**src/verilog/firConfigPkg.sv**
```systemverilog
/*
 * FIR datapath configuration.
 * Holds the sample and coefficient width, the filter length and the
 * widths derived from them, together with the signed vector types
 * that the datapath blocks share.
 */

`default_nettype none

package firConfigPkg;

	// Samples and coefficients share one signed width.
	localparam int DataWidth = 8;

	// Number of taps in the filter.
	localparam int NumTaps = 16;

	// A single signed product needs the sum of both operand widths.
	localparam int ProductWidth = 2 * DataWidth;

	// Summing NumTaps products adds log2 of NumTaps bits, so the sum never overflows.
	localparam int ResultWidth = ProductWidth + $clog2(NumTaps);

	typedef logic signed [DataWidth-1:0] sample_t;
	typedef logic signed [ProductWidth-1:0] product_t;
	typedef logic signed [ResultWidth-1:0] result_t;

endpackage

`default_nettype wire

```
**src/verilog/firCtrlIf.sv**
```systemverilog
/*
 * FIR control bus.
 * Carries the single-cycle control pulses from the sequencer to the
 * coefficient bank, the sample delay line and the tap accumulator.
 */

`timescale 1ns/1ps
`default_nettype none

interface firCtrlIf;

	// Shift a new coefficient into the bank.
	logic coeffShift;

	// Shift a new sample into the delay line.
	logic sampleShift;

	// Zero the sample history.
	logic clearHistory;

	// Register a new filter result, one cycle after sampleShift.
	logic accumStrobe;

	// The sequencer drives every pulse.
	modport ctrl (
		output coeffShift,
		output sampleShift,
		output clearHistory,
		output accumStrobe
	);

	// Each datapath block reads the pulses it needs.
	modport datapath (
		input coeffShift,
		input sampleShift,
		input clearHistory,
		input accumStrobe
	);

endinterface

`default_nettype wire

```
**src/verilog/coeffBank.sv**
```systemverilog
/*
 * Coefficient bank.
 * A shift register of NumTaps signed coefficients. Each load pushes
 * the new coefficient in at index 0, so the first coefficient loaded
 * ends up at the top index once the set is complete.
 */

`timescale 1ns/1ps
`default_nettype none

module coeffBank (
	input  logic clock,
	input  logic rst,
	input  firConfigPkg::sample_t coeffIn,
	firCtrlIf.datapath ctrlBus,
	output firConfigPkg::sample_t coeffs [firConfigPkg::NumTaps]
);

	import firConfigPkg::*;

	// After a full load, index k holds c[NumTaps-1-k].
	// The accumulator undoes this reversal when it pairs taps with samples.
	always_ff @(posedge clock) begin
		if (rst) begin
			for (int k = 0; k < NumTaps; k++) begin
				coeffs[k] <= '0;
			end
		end else if (ctrlBus.coeffShift) begin
			// Move every coefficient one place up.
			for (int k = NumTaps - 1; k > 0; k--) begin
				coeffs[k] <= coeffs[k-1];
			end
			coeffs[0] <= coeffIn;
		end
	end

	// The bank is not touched by a halt or a history clear.
	// A coefficient set stays in place until a new load overwrites it.

endmodule

`default_nettype wire

```
**src/flat_wrapper.sv**
```systemverilog
// flat-port wrapper written by rule: the top's interface ports become plain ports
module coeffBank_flat import firConfigPkg::*;
  (clock, rst, coeffIn, coeffs, ctrlBus_coeffShift, ctrlBus_sampleShift, ctrlBus_clearHistory, ctrlBus_accumStrobe);
  firCtrlIf ctrlBus_i ();
  input  logic clock;
  input  logic rst;
  input  firConfigPkg::sample_t coeffIn;
  output firConfigPkg::sample_t coeffs[firConfigPkg::NumTaps];
  input wire logic [$bits(ctrlBus_i.coeffShift)-1:0] ctrlBus_coeffShift;
  input wire logic [$bits(ctrlBus_i.sampleShift)-1:0] ctrlBus_sampleShift;
  input wire logic [$bits(ctrlBus_i.clearHistory)-1:0] ctrlBus_clearHistory;
  input wire logic [$bits(ctrlBus_i.accumStrobe)-1:0] ctrlBus_accumStrobe;
  assign ctrlBus_i.coeffShift = ctrlBus_coeffShift;
  assign ctrlBus_i.sampleShift = ctrlBus_sampleShift;
  assign ctrlBus_i.clearHistory = ctrlBus_clearHistory;
  assign ctrlBus_i.accumStrobe = ctrlBus_accumStrobe;
  coeffBank u_core (.clock(clock), .rst(rst), .coeffIn(coeffIn), .ctrlBus(ctrlBus_i), .coeffs(coeffs));
endmodule
```
**config.mk**
```make
export PLATFORM = sky130hd
export DESIGN_NAME = coeffBank_flat
export DESIGN_NICKNAME = d
export VERILOG_FILES = /design/src/verilog/firConfigPkg.sv /design/src/verilog/firCtrlIf.sv /design/src/verilog/coeffBank.sv /design/src/flat_wrapper.sv
export SDC_FILE = /design/constraint.sdc
export NUM_CORES = 1
export LEC_CHECK = 0
export ABC_AREA = 1
export BUFFER_PORTS_ARGS = -buffer_cell sky130_fd_sc_hd__buf_2
export CAP_MARGIN = 15
export CELL_PAD_IN_SITES_DETAIL_PLACEMENT = 0
export CELL_PAD_IN_SITES_GLOBAL_PLACEMENT = 1
export CORE_ASPECT_RATIO = 1.5
export CORE_UTILIZATION = 32
export DETAILED_ROUTE_END_ITERATION = 10
export GPL_TIMING_DRIVEN = 0
export PLACE_DENSITY_LB_ADDON = 0.1
export SYNTH_ARGS = -nofsm -noshare
export SYNTH_HDL_FRONTEND = slang
export SYNTH_SLANG_ARGS = --single-unit
```
**constraint.sdc**
```tcl
create_clock -name clock -period 0.8 [get_ports clock]
set_input_delay 0.08 -clock clock [delete_from_list [all_inputs] [get_ports clock]]
set_output_delay 0.08 -clock clock [all_outputs]
set_load 0.1 [all_outputs]
```
# == After elaboration in Yosys (flattened, before gate mapping) ==
# Index checks and enable logic that the tools add are counted.
# word_totals
register_bits,128
in_bits,14

# == Depth between registers and ports, before layout ==
# Gate-level depths: netlist of run 1.
# logic_depth
depth_word,0
mapped_depth,5
ltp_nobuf,4

# == Least setup slack after synthesis of run 1 ==
# Ideal clock, no wire load.
# synth_path
kind,register to register
from,register u_core.coeffs[18] in the netlist's numbering
to,register u_core.coeffs[10] in the netlist's numbering
setup_time_ps,65
arrival_ps,1212
required_ps,735
path_slack_ps,-477
stages_incl_launch_ff,5
synth_period_minus_slack_ps,1277
path_cell_list,dfxtp_1 > inv_1 > nand2_1 > nand2_1 > nor2_1
# synth_rtl
item,line_no,rtl
start: declaration,coeffBank.sv:16,output firConfigPkg::sample_t coeffs [firConfigPkg::NumTaps]
start signal: indexed assignment,coeffBank.sv:31,coeffs[k] <= coeffs[k-1];

# == Final worst setup path of run 1 ==
# layout_path
from,register u_core.coeffs[36] in the netlist's numbering
to,output port coeffs[36] in the netlist's numbering
# layout_rtl
item,line_no,rtl
end: declaration,flat_wrapper.sv:8,output firConfigPkg::sample_t coeffs[firConfigPkg::NumTaps];
# No word-level cell between the ends.

==> results by group, run 1 <==
Floorplan
  – Height of the chip: 158.2 um
  – Io pins: 142
  – Core Box Area: 15770 um^2
  – Chip width: 106.1 um
  – Die ar.: around 17000 um^2
  – FP Rows: 56
  – Initial Util: 33.02%

Pwr
  – P_leak: 4.951 nW
  – Seq pwr share: 32.3%
  – Comb power frac: 30.8%
  – Tot Pwr: 22.40 mW
  – Net Switching: 7.532 mW
  – Pwr Density: 2184 nW/um^2
  – Sw Ratio: between 30% and 40%
  – P_int: 14.87 mW
  – Clock network power share: 36.9%
  – Peak supply drop: 1467 uV

Outcome
  – Outcome: complete, but fails checks
  – Failing checks: hold timing, setup timing

Yosys
  – Post-synth top area share: 49.22%
  – Sequential fraction of the synthesis area: 49.22%
  – Synth area leader: dfxtp_1
  – Synth warn: 0
  – Syn_area_per_cell: 6.420 um^2
  – Mux share of post-synthesis cell area: 0%
  – Compound-cell area share of the yosys netlist: 0%
  – Main combinational cell family by area after synthesis: simple AND/OR/NAND/NOR gates
  – Yosys reg bits: 128
  – Synth Area in XOR/XNOR: 0%
  – Adder-cell share of the synthesized area: 0%
  – Cells after synthesis: 811
  – Yosys cell types: 6
  – Top post-synthesis cells by area: dfxtp_1, nand2_1, nor2_1
  – Mapped Area: around 5200 um^2
  – Simple-Gate Fraction of Synth Area: about 37%
  – Syn Nets: 825

Setup path
  – Crit. End Element: output port
  – CP max stage cell: dfxtp_4
  – Reg2reg start: u_core.coeffs[37]$_SDFFE_PP0P_
  – Worst-path maximum fanout: 2
  – Max stage delay on crit path: 0.37 ns
  – Data required time of the worst path: 0.72 ns
  – Worst Path Arrival: 0.97 ns
  – Crit path to: coeffs[36]
  – Critical path origin: u_core.coeffs[36]$_SDFFE_PP0P_
  – Reg2Reg Depth: 5
  – Critical path depth: 1
  – FF-to-FF End: u_core.coeffs[29]$_SDFFE_PP0P_
  – Crit path cell chain: buf_12
  – Crit path kind: flip-flop to output port
  – R2R setup slack: roughly 0.02 ns
  – Critical Path Source Type: flip-flop
  – CP delay by family, top: flip-flops
  – CP Buf/Inv Count: 1

Timing
  – Final setup vio count: between 100 and 150
  – Clock skew: around 0.0068 ns
  – Worst Max-Slew Pin Slew: 0.2722 ns
  – Slew Limit Headroom: 81.85%
  – Fin crit period: 1.052 ns
  – Final worst slack: -0.2519 ns
  – Setup tns final: -29.40 ns
  – Count of final hold-check violations: 6
  – Final hold slack: -0.01291 ns
  – Slew Viols, Final: 0
  – Final period util: 131.5%
  – Maximum clock frequency: 950.6 MHz
  – RSZ-0062 raised after global routing: true

Layout
  – Share of cells above drive strength 1: 48.73%
  – # nets final: 1102
  – Filler instances: 1367
  – Register area: 2940 um^2
  – Max FFs per register: 128
  – Regs by FF count: u_core.coeffs x128
  – Final Cell Area: 10260 um^2
  – Top reg by flops: u_core.coeffs
  – Multi-input logic area: ~2000 um^2
  – Ant. Diodes: 0
  – Leading cell types in the layout, fill and taps excluded: nor2_1, nand2_1, buf_12
  – Leading cell type in the layout, fill and taps excluded: nor2_1
  – Area grow syn2layout: 97.07%

Drt
  – Drc violations: 0
  – Final wirelength: roughly 16000 um
  – DR WL/cell: 12.36 um
  – Iteration-0 DRC Markers: between 150 and 200
  – Via Count: roughly 5400
  – Pre-Repair DR Iteration Count: 4
  – Vias/cell: 4.143
  – Detail Route Antenna Nets: 0

Worst hold path
  – HP Class: primary input to flip-flop
  – Worst hold stages: 4

Global routing
  – Initial antenna violation count: 0
  – Total global-route track usage: 19.89%
  – First-pass GRT wire length: 25930 um
  – Global route overflow: 0
  – Number of global-route vias before repair: 5431
  – Largest net degree at the start of global routing: 17

Clock tree
  – Total CTS buffers: 17
  – CTS tree: built
  – H-tree depth: 4
  – CTS Sinks: 128
  – Clock transition at path regs: 0.05 ns
  – Root buf cell: clkbuf_16
  – Clk_lat worst skew: approximately 0.42 ns
  – CTS Buffer Depth: 2

Placed design
  – IO buf count: 137
  – Dpl hpwl: 9756 um
  – GPL Wtd Cong: 0.7125
  – Placed cell area: 6290 um^2

Flow run
  – MaxCap Viol Count: 0
worst reg2reg max path, cell delays in order (launching register included):
cell	delay (ns)
dfxtp_4	0.35
buf_6	0.11
inv_2	0.05
nand2_1	0.05
nand2_1	0.07
nor2_1	0.04
how the worst min path moves through the flow:
stage,from,endpoint,slack [ns]
5_1_grt,ctrlBus_coeffShift,u_core.coeffs[125]$_SDFFE_PP0P_,0.01
6_report,ctrlBus_coeffShift,u_core.coeffs[119]$_SDFFE_PP0P_,-0.01
3_3_place_gp,coeffIn[6],u_core.coeffs[126]$_SDFFE_PP0P_,0.38
3_5_place_dp,coeffIn[5],u_core.coeffs[125]$_SDFFE_PP0P_,0.38
4_1_cts,ctrlBus_coeffShift,u_core.coeffs[95]$_SDFFE_PP0P_,0.02
2_1_floorplan,coeffIn[0],u_core.coeffs[120]$_SDFFE_PP0P_,0.26
kinds of logic (layout without fill, tap and decap cells):
logic type             Yosys count  after routing
buffers and inverters          171            460
and+or+nand+nor                512            512
DFF                            128            128
Yosys cell counts:
library cell	count
buf_2	31
buf_4	11
dfxtp_1	128
inv_1	129
nand2_1	256
nor2_1	256
stage by stage:
stage | setup WS, ns | instances | utilization, %
floorplan | -0.4771 | 811 | -
global placement | -0.2626 | 1151 | 39.90
detailed placement | -0.2918 | 1151 | 39.90
CTS | -0.2725 | 1300 | 63.21
global route | -0.2884 | 1303 | 65.08
finish | -0.2519 | 1303 | 65.08
metal layers:
metal / vias up / global-route usage [%] / routed length [um]
met3: 21 / 6.546 / 888
met4: 0 / 7.209 / 298
met1: 2415 / 20.46 / 6223
met2: 113 / 37.14 / 8695
met5: - / 0 / 0
li1: 2849 / - / -
power groups by stage:
stage,clock [mW],sequential (mW),combinational [mW]
after global placement,0,7.23,4.78
after floorplan,0,10.2,1.11
after global routing,8.73,7.30,7.26
after detailed placement,0,7.24,4.79
after CTS,8.47,7.23,6.72
final,8.27,7.24,6.90
repair_timing:
action,4_1_cts,5_1_grt
endpoints found under the setup margin,128,189
pin swaps,0,20
hold buffers,9,0
endpoints found under the hold margin,12,0
gates resized for setup,644,117
setup buffers,109,7
final cells by class:
cell class	instances	share of cell area, %
clock inverter	6	1.268
multi-input combinational	512	19.51
buffer	42	2.317
clock buffer	25	4.829
tap	203	2.476
timing repair buffer	258	36.22
inverter	129	4.720
sequential	128	28.66
Power figures use the tool's default switching activity.
==> inputs of run 2 (changes only) <==
CORE_MARGIN = 10   (was not set)
CTS_BUF_LIST = sky130_fd_sc_hd__clkbuf_8 sky130_fd_sc_hd__clkbuf_16   (was not set)
==> run 2 against run 1 <==
  * The flow still finishes with violations (hold timing, setup timing)
  * Global-route usage down 3.4 points
  * Via count decreased by 0.30%
  * First-iteration DRC count is 52% higher
  * Largest power group unchanged
==> results by group, run 2 (same netlist as run 1, synthesis figures left out) <==
Worst hold path
  – Worst Hold End: u_core.coeffs[111]$_SDFFE_PP0P_
  – HP Class: primary input to flip-flop
  – Worst hold stages: 4
  – Hold path start: ctrlBus_coeffShift

Timing
  – Count of final hold-check violations: 1
  – RSZ-0062 raised after global routing: true
  – Slew Viols, Final: 0
  – Final worst slack: -0.2449 ns
  – Slew Limit Headroom: 81.42%
  – Fin crit period: 1.045 ns
  – Final setup vio count: 130
  – Clock skew: 0.007279 ns
  – Final hold slack: -0.002518 ns
  – Worst Max-Slew Pin Slew: 0.2786 ns
  – Maximum clock frequency: between 900 and 1000 MHz
  – Final period util: 130.6%

Layout
  – Area grow syn2layout: 97.86%
  – Top reg by flops: u_core.coeffs
  – Filler instances: ~1400
  – Ant. Diodes: 0
  – Max FFs per register: 128
  – Leading cell types in the layout, fill and taps excluded: nor2_1, nand2_1, buf_12
  – Share of cells above drive strength 1: between 50% and 60%
  – Regs by FF count: u_core.coeffs x128
  – Final Cell Area: 10300 um^2
  – # nets final: 1100
  – Leading cell type in the layout, fill and taps excluded: nor2_1

Flow run
  – MaxCap Viol Count: 0

Clock tree
  – Clock transition at path regs: 0.06 ns
  – CTS Buffer Depth: 2
  – CTS Sinks: 128
  – CTS tree: built
  – Clk_lat worst skew: 0.42 ns
  – H-tree depth: 4
  – Root buf cell: clkbuf_16
  – Total CTS buffers: 17

Floorplan
  – Core Box Area: 16120 um^2
  – Height of the chip: 176.2 um
  – Initial Util: 32.30%
  – FP Rows: 57
  – Io pins: ~140
  – Chip width: 124.1 um
  – Die ar.: 21880 um^2

Setup path
  – CP Buf/Inv Count: 1
  – Reg2Reg Depth: 6
  – Worst-path maximum fanout: 3
  – FF-to-FF End: u_core.coeffs[16]$_SDFFE_PP0P_
  – Data required time of the worst path: 0.72 ns
  – Critical Path Source Type: flip-flop
  – Max stage delay on crit path: roughly 0.37 ns
  – Crit path cell chain: buf_12
  – CP delay by family, top: flip-flops
  – Worst Path Arrival: roughly 0.96 ns
  – CP max stage cell: dfxtp_4
  – Crit path kind: flip-flop to output port
  – R2R setup slack: -0.09 ns
  – Reg2reg start: u_core.coeffs[24]$_SDFFE_PP0P_
  – Crit. End Element: output port

Placed design
  – IO buf count: 137
  – GPL Wtd Cong: 0.7256
  – Dpl hpwl: 11060 um
  – Placed cell area: 6294 um^2
  – Dpl ws: -0.3132 ns

Drt
  – DR WL/cell: 13.45 um
  – Vias/cell: 4.124
  – Via Count: 5382
  – Detail Route Antenna Nets: 0
  – Final wirelength: 17550 um
  – Iteration-0 DRC Markers: 233
  – Pre-Repair DR Iteration Count: 4
  – Drc violations: 0

Pwr
  – Pwr Density: between 2000 and 2500 nW/um^2
  – Peak supply drop: 1229 uV
  – Tot Pwr: 21.97 mW
  – P_leak: 4.944 nW

Global routing
  – Global route overflow: 0
  – First-pass GRT wire length: 28650 um
  – Largest net degree at the start of global routing: 17
  – Number of global-route vias before repair: 5756
  – Total global-route track usage: 16.52%
  – Initial antenna violation count: 0

Outcome
  – Outcome: complete, but fails checks
  – Failing checks: hold timing, setup timing
[run 2: cell count changes in the layout (fill, tap and decap cells not counted), moves of 3 or more]
cell        change
nand2_2        +11
clkbuf_1        -4
inv_1          -12
buf_4          -12
inv_2          +13
buf_6          +10
inv_4           +3
nand2_1        -12
clkinvlp_4      +3
[run 2: worst max path at each step]
stage	from	to	slack [ns]	cells after the start
after detailed placement	rst	u_core.coeffs[93]$_SDFFE_PP0P_	-0.31	6
after global routing	u_core.coeffs[93]$_SDFFE_PP0P_	coeffs[93]	-0.28	1
after CTS	u_core.coeffs[59]$_SDFFE_PP0P_	coeffs[59]	-0.27	1
after floorplan	u_core.coeffs[19]$_SDFFE_PP0P_	u_core.coeffs[11]$_SDFFE_PP0P_	-0.48	4
final	u_core.coeffs[59]$_SDFFE_PP0P_	coeffs[59]	-0.24	1
after global placement	rst	u_core.coeffs[93]$_SDFFE_PP0P_	-0.33	6
[run 2: what timing repair did]
item,4_1_cts,5_1_grt
pin swaps,0,27
hold buffers,9,0
hold endpoints to repair,12,0
gates cloned,0,0
buffers inserted,108,6
endpoints found under the setup margin,128,199
resized for setup,652,153
[run 2: area by class of cell]
type	instances	area [um^2]	share of cell area, %
clock inverters	12	115.1	1.117
repair buffers	256	3739	36.29
clock buffers	20	478.0	4.640
multi-input cells	512	2039	19.80
flip-flops and latches	128	2945	28.59
well taps	206	257.7	2.502
inverters	129	489.2	4.749
plain buffers	42	237.7	2.308
[run 2: where the power goes]
group	switching [mW]	leakage, nW	internal, mW	total (mW)
Sequential	0.504	1.13	6.74	7.25
Combinational	4.35	3.52	2.63	6.98
Clock	2.86	0.297	4.88	7.74
[run 2: stage by stage]
step                      hold WS [ns]  std cells  utilization, %  TNS [ns]
after global placement          0.3773       1154           39.05    -34.37
after detailed placement        0.3762       1154           39.05    -32.26
after global routing           0.02125       1305           63.91    -33.93
final                        -0.002518       1305           63.91    -29.36
after CTS                      0.02199       1303           61.75    -31.57
after floorplan                 0.2585        811               -    -59.18
[run 2: routing by layer]
| metal | track usage, % | part of all wire (%) |
|---|---|---|
| met3 | 5.978 | 6.7 |
| met4 | 5.679 | 1.8 |
| met1 | 16.07 | 37 |
| met5 | 0 | 0 |
| met2 | 30.77 | 55 |
[run 2: worst register-to-register path: cells and delay by family (launching register included)]
family                 cells  cell delay (ns)
buffers and inverters      3             0.27
and+or+nand+nor            3             0.15
DFF                        1             0.35
