File: src/verilog/firConfigPkg.sv
/*
 * FIR datapath configuration.
 * Holds the sample and coefficient width, the filter length and the
 * widths derived from them, together with the signed vector types
 * that the datapath blocks share.
 */

`default_nettype none

package firConfigPkg;

	// Samples and coefficients share one signed width.
	localparam int DataWidth = 8;

	// Number of taps in the filter.
	localparam int NumTaps = 16;

	// A single signed product needs the sum of both operand widths.
	localparam int ProductWidth = 2 * DataWidth;

	// Summing NumTaps products adds log2 of NumTaps bits, so the sum never overflows.
	localparam int ResultWidth = ProductWidth + $clog2(NumTaps);

	typedef logic signed [DataWidth-1:0] sample_t;
	typedef logic signed [ProductWidth-1:0] product_t;
	typedef logic signed [ResultWidth-1:0] result_t;

endpackage

`default_nettype wire

File: src/verilog/firCtrlIf.sv
/*
 * FIR control bus.
 * Carries the single-cycle control pulses from the sequencer to the
 * coefficient bank, the sample delay line and the tap accumulator.
 */

`timescale 1ns/1ps
`default_nettype none

interface firCtrlIf;

	// Shift a new coefficient into the bank.
	logic coeffShift;

	// Shift a new sample into the delay line.
	logic sampleShift;

	// Zero the sample history.
	logic clearHistory;

	// Register a new filter result, one cycle after sampleShift.
	logic accumStrobe;

	// The sequencer drives every pulse.
	modport ctrl (
		output coeffShift,
		output sampleShift,
		output clearHistory,
		output accumStrobe
	);

	// Each datapath block reads the pulses it needs.
	modport datapath (
		input coeffShift,
		input sampleShift,
		input clearHistory,
		input accumStrobe
	);

endinterface

`default_nettype wire

File: src/verilog/sampleDelayLine.sv
/*
 * Sample delay line.
 * A shift register holding the newest NumTaps signed samples, with
 * the newest one at index 0. A clear zeroes the whole history.
 */

`timescale 1ns/1ps
`default_nettype none

module sampleDelayLine (
	input  logic clock,
	input  logic rst,
	input  firConfigPkg::sample_t sampleIn,
	firCtrlIf.datapath ctrlBus,
	output firConfigPkg::sample_t samples [firConfigPkg::NumTaps]
);

	import firConfigPkg::*;

	// Index k holds x[n-k], where x[n] is the most recent sample.
	always_ff @(posedge clock) begin
		if (rst || ctrlBus.clearHistory) begin
			// A cleared line behaves as if only zeros had ever arrived.
			for (int k = 0; k < NumTaps; k++) begin
				samples[k] <= '0;
			end
		end else if (ctrlBus.sampleShift) begin
			// Age every sample by one position.
			for (int k = NumTaps - 1; k > 0; k--) begin
				samples[k] <= samples[k-1];
			end
			samples[0] <= sampleIn;
		end
	end

endmodule

`default_nettype wire

File: src/flat_wrapper.sv
// flat-port wrapper written by rule: the top's interface ports become plain ports
module sampleDelayLine_flat import firConfigPkg::*;
  (clock, rst, sampleIn, samples, ctrlBus_coeffShift, ctrlBus_sampleShift, ctrlBus_clearHistory, ctrlBus_accumStrobe);
  firCtrlIf ctrlBus_i ();
  input  logic clock;
  input  logic rst;
  input  firConfigPkg::sample_t sampleIn;
  output firConfigPkg::sample_t samples[firConfigPkg::NumTaps];
  input wire logic [$bits(ctrlBus_i.coeffShift)-1:0] ctrlBus_coeffShift;
  input wire logic [$bits(ctrlBus_i.sampleShift)-1:0] ctrlBus_sampleShift;
  input wire logic [$bits(ctrlBus_i.clearHistory)-1:0] ctrlBus_clearHistory;
  input wire logic [$bits(ctrlBus_i.accumStrobe)-1:0] ctrlBus_accumStrobe;
  assign ctrlBus_i.coeffShift = ctrlBus_coeffShift;
  assign ctrlBus_i.sampleShift = ctrlBus_sampleShift;
  assign ctrlBus_i.clearHistory = ctrlBus_clearHistory;
  assign ctrlBus_i.accumStrobe = ctrlBus_accumStrobe;
  sampleDelayLine u_core (.clock(clock), .rst(rst), .sampleIn(sampleIn), .ctrlBus(ctrlBus_i), .samples(samples));
endmodule
File: config.mk
export PLATFORM = sky130hd
export DESIGN_NAME = sampleDelayLine_flat
export DESIGN_NICKNAME = d
export VERILOG_FILES = /design/src/verilog/firConfigPkg.sv /design/src/verilog/firCtrlIf.sv /design/src/verilog/sampleDelayLine.sv /design/src/flat_wrapper.sv
export SDC_FILE = /design/constraint.sdc
export NUM_CORES = 1
export LEC_CHECK = 0
export ABC_AREA = 1
export BUFFER_PORTS_ARGS = -buffer_cell sky130_fd_sc_hd__buf_2
export CAP_MARGIN = 10
export CORE_UTILIZATION = 55
export DETAILED_ROUTE_END_ITERATION = 12
export GPL_TIMING_DRIVEN = 0
export PLACE_DENSITY = 0.83
export SLEW_MARGIN = 30
export SYNTH_ARGS = -nofsm -noshare
export SYNTH_HDL_FRONTEND = slang
export SYNTH_SLANG_ARGS = --single-unit
File: constraint.sdc
create_clock -name clock -period 1.3 [get_ports clock]
set_input_delay 0.26 -clock clock [delete_from_list [all_inputs] [get_ports clock]]
set_output_delay 0.26 -clock clock [all_outputs]
set_load 0.1 [all_outputs]
==> impl_metrics.json, run 1 <==
{
  "cts_buffers": 17,
  "synth.top_cell.area_share_pct": 48.9,
  "synth_area_leader_cell": "dfxtp_1",
  "ys.flop_type": "dfxtp_1",
  "lastStage": "clock tree synthesis (4_1_cts)",
  "synth_cell_type_count": 6,
  "ys_warn_count": 0,
  "synth_enable_flop_cells": 0,
  "io_pins": 142,
  "rows": 35,
  "cts-resized-gates": 693,
  "portBuffers": 138,
  "status": "aborted with a tool error",
  "ys_seq_elements": 128,
  "cts-htree-levels": 4,
  "die_x_um": 99.6,
  "cts_hold_buf": 0,
  "gp_congestion": 0.780,
  "synth_common_cells": "nor2_1, nand2_1, dfxtp_1, inv_1, buf_4",
  "synth_cells": 811,
  "synth_seq_area_share_pct": 48.9,
  "synthArstFlopShare_pct": 0,
  "post-dp-hpwl_um": 7790,
  "clock_sinks": 128,
  "clockBufferDepth": 2,
  "netlist_top_cells_area": "dfxtp_1, nor2_1, nand2_1, inv_1, buf_4",
  "yosysMostFrequentCell": "nor2_1",
  "syn_area_um2": 5240,
  "avgSynthCellArea_um2": 6.46,
  "clockRootBuffer": "clkbuf_8",
  "first-error": "[ERROR DPL-0038] Utilization greater than 100%, impossible to legalize",
  "start_util_pct": 56.7,
  "die_y_um": 99.6,
  "synth_nets": 825,
  "post-cts-setup-buffer-count": 107
}
==> cell families after synthesis <==
logic type	after synthesis	share of synthesized area, %
buffers and inverters	170	14.4
AND/OR/NAND/NOR	513	36.7
flip-flops	128	48.9
==> stage by stage <==
step,hold WS [ns],instances,setup slack (ns),area (um2),utilization [%]
floorplan,0.448,811,0.0251,5240,-
global placement,0.454,1078,0.0981,6090,65.9
detailed placement,0.461,1078,0.0799,6090,65.9
==> run 2, diff against run 1 <==
--- a/config.mk
+++ b/config.mk
@@ -8,10 +8,10 @@
 export ABC_AREA = 1
 export BUFFER_PORTS_ARGS = -buffer_cell sky130_fd_sc_hd__buf_2
 export CAP_MARGIN = 10
-export CORE_UTILIZATION = 55
+export CORE_UTILIZATION = 40
 export DETAILED_ROUTE_END_ITERATION = 12
 export GPL_TIMING_DRIVEN = 0
-export PLACE_DENSITY = 0.83
+export PLACE_DENSITY_LB_ADDON = 0.15
 export SLEW_MARGIN = 30
 export SYNTH_ARGS = -nofsm -noshare
 export SYNTH_HDL_FRONTEND = slang
==> run 2 against run 1 <==
The flow now finishes without violations. Synthesized cell count stayed put. Area after synthesis stayed put.
==> impl_metrics.json, run 2 <==
{
  "post-cts-setup-buffer-count": 0,
  "met1_length_um": 5820,
  "synth_cells": 811,
  "cts_hold_buf": 0,
  "synth_cell_type_count": 6,
  "met3_wirelength_um": 832,
  "nets": 982,
  "cp_cell_sequence": "buf_6",
  "slew_violations": 0,
  "cp_data_required_time_ns": 1.04,
  "dr_wl_met2_um": 7380,
  "wirelength_um": 14200,
  "diodes": 0,
  "synth_area_leader_cell": "dfxtp_1",
  "grt-ovfl-total": 0,
  "min_path_type": "in2reg",
  "cts-htree-levels": 4,
  "clk_latency_ns": 0.41,
  "netlist_top_cells_area": "dfxtp_1, nor2_1, nand2_1, inv_1, buf_4",
  "synth_common_cells": "nor2_1, nand2_1, dfxtp_1, inv_1, buf_4",
  "grt_max_degree": 17,
  "worstMarginPinSlew_ns": 0.252,
  "ys.flop_type": "dfxtp_1",
  "die_y_um": 116,
  "dieArea_um2": 13600,
  "cts_buffers": 17,
  "post-dp-hpwl_um": 8280,
  "die_x_um": 116,
  "clock_sinks": 128,
  "avgSynthCellArea_um2": 6.46,
  "synth_enable_flop_cells": 0,
  "powerDensity_nw_per_um2": 1280,
  "p_leak_nw": 3.96,
  "start_util_pct": 41.2,
  "io_pins": 142,
  "slowest_delay_ns": 0.37,
  "rows": 41,
  "clk_pin_slew_ns": 0.05,
  "clockRootBuffer": "clkbuf_16",
  "critPathSlowestCell": "dfxtp_1",
  "vdd.ir_drop.worst_mv": 0.875,
  "drt_first_iter_violations": 345,
  "vias_per_cell": 4.34,
  "drv_cap": 0,
  "rrSetupSlack_ns": 0.55,
  "clockBufferDepth": 2,
  "antenna_found_initial": 0,
  "end_kind": "output port",
  "yosysMostFrequentCell": "nor2_1",
  "layout_min_cycle_time_ns": 1.28,
  "cp_num_cells": 1,
  "avgRoutedWirePerCell_um": 12.3,
  "hp-start": "sampleIn[1]",
  "dr.pass1.iters": 4,
  "critical_path_arrival_ns": 1.02,
  "critPathMaxFanout": 2,
  "whs_endpoint": "u_core.samples[121]",
  "vias": 4998,
  "status": "finished clean",
  "core_um2": 12700,
  "clock.fmax_ghz": 0.781,
  "ys_warn_count": 0,
  "regMostFlops": "u_core.samples",
  "crit_family": "flip-flops",
  "skew_ns": 0.00785,
  "ys_seq_elements": 128,
  "cts_tree": "built",
  "gp_congestion": 0.740,
  "grt_pass1_vias": 4509,
  "synth_seq_area_share_pct": 48.9,
  "crit_buf_inv": 1,
  "synthArstFlopShare_pct": 0,
  "setup_viol": 0,
  "antenna_left": 0,
  "relSlewSlack_pct": 83.2,
  "grtUsageTotal_pct": 20.0,
  "whs_path_depth": 5,
  "grt_pass1_wl_um": 20900,
  "fin_setup_tns_ns": 0,
  "portBuffers": 138,
  "reg2reg_depth": 4,
  "r2r-end": "u_core.samples[9]",
  "finalCritPeriodShare_pct": 98.5,
  "largest_reg_flops": 128,
  "drc_errors": 0,
  "mostFrequentLayoutCells": "nor2_1, nand2_1, inv_1",
  "area_growth_pct": 65.9,
  "crit_path_start_kind": "register",
  "routed.top_layer": "met4",
  "drive_above_1_share_pct": 32.4,
  "worstSetupPathType": "reg2out",
  "hold_ws_ns": 0.133,
  "largestRegisters": "u_core.samples: 128 flops",
  "synth_nets": 825,
  "final_common_cell": "nor2_1",
  "hold_violations": 0,
  "synth.top_cell.area_share_pct": 48.9,
  "syn_area_um2": 5240,
  "finish.utilization_pct": 68.4,
  "r2r_start": "u_core.samples[17]"
}
[run 2: per-layer routing]
metal	vias to the layer above	global-route usage [%]
met4	0	6.92
li1	2600	-
met2	115	33.8
met1	2270	22.9
met5	-	0
met3	13	7.68
[run 2: how the worst max path moves through the flow]
stage                              start             endpoint  slack (ns)
floorplan             u_core.samples[21]   u_core.samples[13]        0.03
global placement    ctrlBus_clearHistory  u_core.samples[101]        0.20
detailed placement  ctrlBus_clearHistory   u_core.samples[96]        0.17
CTS                   u_core.samples[74]          samples[74]     0.00001
global route           u_core.samples[0]           samples[0]       -0.03
finish                 u_core.samples[0]           samples[0]        0.02
[run 2: power by group]
| part | switching, mW | internal [mW] | leakage (nW) | total (mW) |
|---|---|---|---|---|
| combinational | 1.48 | 0.751 | 2.58 | 2.23 |
| sequential | 0.182 | 4.09 | 1.09 | 4.27 |
| clock | 1.65 | 3.00 | 0.287 | 4.65 |
| total | 3.31 | 7.84 | 3.96 | 11.2 |
[run 2: per-stage QoR]
step / instances / total power, mW / worst slack (ns) / instance area, um2
2_1_floorplan: 811 / 5.78 / 0.0251 / 5240
3_3_place_gp: 1121 / 6.06 / 0.196 / 6150
3_5_place_dp: 1121 / 6.06 / 0.172 / 6150
4_1_cts: 1152 / 11.0 / 0.0000111 / 8010
5_1_grt: 1152 / 11.6 / -0.0306 / 8700
6_report: 1152 / 11.2 / 0.0197 / 8700
[run 2: cells by family after synthesis]
| family | share of synthesized area, % |
|---|---|
| and+or+nand+nor | 36.7 |
| buffers and inverters | 14.4 |
| DFF | 48.9 |
[run 2: area by class of cell]
cell class / count / area, um2
flip-flops and latches: 128 / 2700
clock inverters: 6 / 80.1
multi-input cells: 513 / 1930
fillers: 1019 / 4030
repair buffers: 138 / 2530
clock buffers: 25 / 495
plain buffers: 42 / 273
inverters: 128 / 480
well taps: 172 / 215
[run 2: timing repair]
action,in CTS,in global routing
resized for setup,388,216
setup endpoints to repair,128,97
endpoints found under the hold margin,0,0
No activity file was read; power rests on OpenSTA's default activity.
==> run 3, diff against run 2 <==
==> constraint.sdc (replaced) <==
create_clock -name clock -period 1.25 [get_ports clock]
set_input_delay 0.25 -clock clock [delete_from_list [all_inputs] [get_ports clock]]
set_output_delay 0.25 -clock clock [all_outputs]
set_load 0.1 [all_outputs]
==> run 3 against run 2 <==
Cell count barely moved. Via count rose by 0.44%. Wire length rose by 0.49%. Utilization rose by 0.48 points. Critical endpoint is now samples[122].
==> impl_metrics.json, run 3 (same netlist as run 2, synthesis figures left out) <==
{
  "area_growth_pct": 67.1,
  "placed_area_um2": 6160,
  "finish.instance_area_um2": 8760,
  "largest_reg_flops": 128,
  "gp_congestion": 0.723,
  "fin_setup_tns_ns": 0,
  "clk_pin_slew_ns": 0.05,
  "worstMarginPinSlew_ns": 0.257,
  "total_power_mw": 11.3,
  "dr.pass1.iters": 4,
  "grt-ovfl-total": 0,
  "grtUsageTotal_pct": 21.6,
  "setup_ws_ns": 0.0256,
  "vdd.ir_drop.worst_mv": 1.02,
  "hp-start": "sampleIn[0]",
  "dp.cells": 1121,
  "slew_violations": 0,
  "worstSetupPathType": "reg2out",
  "drt_first_iter_violations": 338,
  "powerDensity_nw_per_um2": 1290,
  "diodes": 0,
  "cts_buffers": 17,
  "drv_cap": 0,
  "grt_pass1_vias": 4710,
  "dieArea_um2": 13600,
  "r2r_start": "u_core.samples[25]",
  "final_common_cell": "nor2_1",
  "io_pins": 142,
  "post-dp-hpwl_um": 8200,
  "end_kind": "output port",
  "hold_violations": 0,
  "nets": 982,
  "mostFrequentLayoutCells": "nor2_1, nand2_1, inv_1",
  "largestRegisters": "u_core.samples: 128 flops",
  "fin_cells": 1153,
  "portBuffers": 138,
  "crit_family": "flip-flops",
  "rows": 41,
  "antenna_left": 0,
  "post-cts-setup-buffer-count": 0,
  "die_x_um": 116,
  "skew_ns": 0.00627,
  "vias": 5020,
  "avgRoutedWirePerCell_um": 12.4,
  "critPathSlowestCell": "dfxtp_2",
  "grt_pass1_wl_um": 22500,
  "crit_buf_inv": 1,
  "status": "finished clean",
  "min_path_type": "in2reg",
  "start_util_pct": 41.2,
  "num-fill-cells": 987,
  "startpoint": "u_core.samples[122]",
  "clockBufferDepth": 2,
  "cp_cell_sequence": "buf_8",
  "critical_path_arrival_ns": 0.97,
  "regMostFlops": "u_core.samples",
  "p_leak_nw": 3.96,
  "slowest_delay_ns": 0.36,
  "vias_per_cell": 4.35,
  "wirelength_um": 14300,
  "cts-htree-levels": 4,
  "clockRootBuffer": "clkbuf_16",
  "relSlewSlack_pct": 82.9,
  "clock.fmax_ghz": 0.817,
  "grt_max_degree": 17,
  "setup_viol": 0,
  "finalCritPeriodShare_pct": 98.0,
  "drive_above_1_share_pct": 34.0,
  "core_um2": 12700,
  "crit_path_start_kind": "register",
  "layout_min_cycle_time_ns": 1.22,
  "clk_latency_ns": 0.41,
  "pre_cts_ws_ns": 0.0129,
  "cts_tree": "built",
  "critPathMaxFanout": 3,
  "clock_sinks": 128,
  "cp_data_required_time_ns": 1.00,
  "die_y_um": 116,
  "drc_errors": 0,
  "antenna_found_initial": 0
}
-- run 3: cell count changes in the layout (fill, tap and decap cells not counted), sizes merged --
cell	before	now
bufinv	2	1
clkinv	4	6
-- run 3: layer usage --
layer,routed length [um],up-vias,global-route usage (%)
met5,0,-,0
met2,7230,125,37.9
li1,-,2608,-
met3,920,12,6.69
met1,5980,2275,24.7
met4,134,0,7.18
-- run 3: what timing repair did --
| action | CTS | global route |
|---|---|---|
| gates resized for setup | 606 | 28 |
| endpoints found under the setup margin | 128 | 20 |
| endpoints found under the hold margin | 0 | 0 |
| hold buffers | 0 | 0 |
| gates cloned | 0 | 0 |
| pin swaps | 0 | 0 |
-- run 3: through the flow --
step / util [%] / hold WS, ns
global route: 68.8 / 0.129
detailed placement: 48.4 / 0.460
floorplan: - / 0.431
finish: 68.8 / 0.128
CTS: 68.1 / 0.108
global placement: 48.4 / 0.452
-- run 3: final timing paths --
path / end / slack, ns / cells past startpoint
max reg2reg: u_core.samples[17] / 0.42 / 4
max: samples[122] / 0.03 / 1
min reg2reg: u_core.samples[126] / 0.49 / 2
min: u_core.samples[120] / 0.13 / 5
-- run 3: cell type report --
| class | instances | area [um2] | share of cell area (%) |
|---|---|---|---|
| inverters | 128 | 480 | 5.49 |
| flip-flops and latches | 128 | 2740 | 31.3 |
| well taps | 172 | 215 | 2.46 |
| repair buffers | 138 | 2590 | 29.6 |
| multi-input cells | 513 | 1930 | 22.0 |
| clock buffers | 25 | 475 | 5.43 |
| clock inverters | 7 | 60.1 | 0.686 |
| plain buffers | 42 | 273 | 3.11 |
-- run 3: where the power goes --
part | internal [mW] | switching, mW
logic | 0.795 | 1.54
clock network | 2.82 | 1.72
registers | 4.25 | 0.192
==> run 4, diff against run 3 <==
--- a/config.mk
+++ b/config.mk
@@ -8,10 +8,12 @@
 export ABC_AREA = 1
 export BUFFER_PORTS_ARGS = -buffer_cell sky130_fd_sc_hd__buf_2
 export CAP_MARGIN = 10
+export CORE_ASPECT_RATIO = 1.5
 export CORE_UTILIZATION = 40
 export DETAILED_ROUTE_END_ITERATION = 12
 export GPL_TIMING_DRIVEN = 0
 export PLACE_DENSITY_LB_ADDON = 0.15
+export RECOVER_POWER = 50
 export SLEW_MARGIN = 30
 export SYNTH_ARGS = -nofsm -noshare
 export SYNTH_HDL_FRONTEND = slang
==> run 4 against run 3 <==
Wire length decreased by 4.3%. First-iteration DRC count fell by 60%. Global-route usage shrank 0.73 points. Utilization is 0.061 points lower. Combinational power about the same. Largest cell class unchanged. Die area hardly changed. Sequential power about the same. Clock-buffer cell count is 5 lower. Total power down 0.40%. Fmax rose by 0.41%.
==> impl_metrics.json, run 4 (same netlist as run 2, synthesis figures left out) <==
{
  "area_growth_pct": 65.8,
  "drv_cap": 0,
  "cts_tree": "built",
  "clk_pin_slew_ns": 0.06,
  "hp-start": "sampleIn[1]",
  "worstMarginPinSlew_ns": 0.438,
  "rows": 50,
  "clockRootBuffer": "clkbuf_16",
  "die_y_um": 142,
  "crit_family": "flip-flops",
  "drc_errors": 0,
  "fin_setup_tns_ns": 0,
  "whs_path_depth": 5,
  "cts_hold_buf": 0,
  "final_common_cell": "nor2_1",
  "largest_reg_flops": 128,
  "cp_data_required_time_ns": 1.00,
  "reg2reg_depth": 4,
  "total_power_mw": 11.3,
  "min_path_type": "in2reg",
  "antenna_found_initial": 0,
  "setup_viol": 0,
  "skew_ns": 0.00501,
  "core_um2": 12600,
  "relSlewSlack_pct": 70.8,
  "slowest_delay_ns": 0.38,
  "use_met1_pct": 20.6,
  "grt_pass1_wl_um": 21900,
  "finalCritPeriodShare_pct": 97.6,
  "vias_per_cell": 4.34,
  "cts_buffers": 17,
  "busiest_layer": "met2",
  "mostFrequentLayoutCells": "nor2_1, nand2_1, inv_1",
  "gp_congestion": 0.752,
  "clockBufferDepth": 2,
  "status": "finished clean",
  "slew_violations": 0,
  "critPathMaxFanout": 3,
  "cts-resized-gates": 613,
  "vias": 4930,
  "grt_setup_unrepaired": "false",
  "grt-ovfl-total": 0,
  "powerDensity_nw_per_um2": 1300,
  "clock.fmax_ghz": 0.820,
  "p_leak_nw": 3.93,
  "drt_first_iter_violations": 136,
  "clock_sinks": 128,
  "layout_min_cycle_time_ns": 1.22,
  "gr-usage-met2_pct": 39.5,
  "cp_num_cells": 1,
  "post-dp-hpwl_um": 8910,
  "finish.instance_area_um2": 8690,
  "regMostFlops": "u_core.samples",
  "die_x_um": 95.5,
  "largestRegisters": "u_core.samples: 128 flops",
  "clk_latency_ns": 0.41,
  "portBuffers": 138,
  "dr.pass1.iters": 7,
  "end_kind": "output port",
  "finish.utilization_pct": 68.8,
  "grtUsageTotal_pct": 20.8,
  "cp_cell_sequence": "buf_12",
  "hold_ws_ns": 0.130,
  "wirelength_um": 13700,
  "crit_buf_inv": 1,
  "io_pins": 142,
  "startpoint": "u_core.samples[62]",
  "placed_area_um2": 6140,
  "grt_max_degree": 17,
  "dieArea_um2": 13600,
  "crit_path_start_kind": "register",
  "r2r_start": "u_core.samples[89]",
  "critical_path_arrival_ns": 0.97,
  "nets": 982,
  "avgRoutedWirePerCell_um": 12.0,
  "vdd.ir_drop.worst_mv": 0.832,
  "post-cts-setup-buffer-count": 0,
  "antenna_left": 0,
  "use_met3_pct": 6.94,
  "cts-htree-levels": 4,
  "start_util_pct": 41.5,
  "drive_above_1_share_pct": 33.7,
  "worstSetupPathType": "reg2out",
  "grt_pass1_vias": 4611,
  "diodes": 0,
  "hold_violations": 0,
  "critPathSlowestCell": "dfxtp_2"
}
==> run 4: per-layer routing <==
| metal | part of all wire, % | up-vias |
|---|---|---|
| li1 | - | 2602 |
| met1 | 37 | 2194 |
| met2 | 55 | 117 |
| met3 | 5.8 | 17 |
| met4 | 1.5 | 0 |
| met5 | 0 | - |
==> run 4: final cells by class <==
class	instances	area (um2)
timing repair buffer	138	2590
inverter	128	480
clock buffer	20	447
fill	981	3950
sequential	128	2730
multi-input combinational	513	1930
clock inverter	11	92.6
buffer	42	230
tap	156	195
==> run 4: path summary, 6_finish.rpt <==
kind                         endpoint  slack [ns]
hold reg to reg     u_core.samples[0]        0.49
setup / recovery          samples[62]        0.03
hold / removal    u_core.samples[121]        0.13
setup reg to reg   u_core.samples[81]        0.52
==> run 4: power by group <==
| group | internal [mW] | leakage [nW] | switching, mW | total [mW] |
|---|---|---|---|---|
| Combinational | 0.777 | 2.56 | 1.54 | 2.31 |
| Sequential | 4.25 | 1.10 | 0.188 | 4.44 |
| Clock | 2.75 | 0.265 | 1.76 | 4.52 |
| Total | 7.78 | 3.93 | 3.49 | 11.3 |
==> run 4: per-stage QoR <==
stage	setup WS, ns	std cells
finish	0.0306	1136
global route	0.0000225	1136
CTS	0.0000714	1136
detailed placement	0.0670	1105
global placement	0.0811	1105
floorplan	-0.0249	811
==> run 4: worst register-to-register path, stage by stage (launching register included) <==
cell and delay (ns):
dfxtp_4 0.37, inv_1 0.06, nand2_1 0.08, nand2_1 0.05, nor2_1 0.09
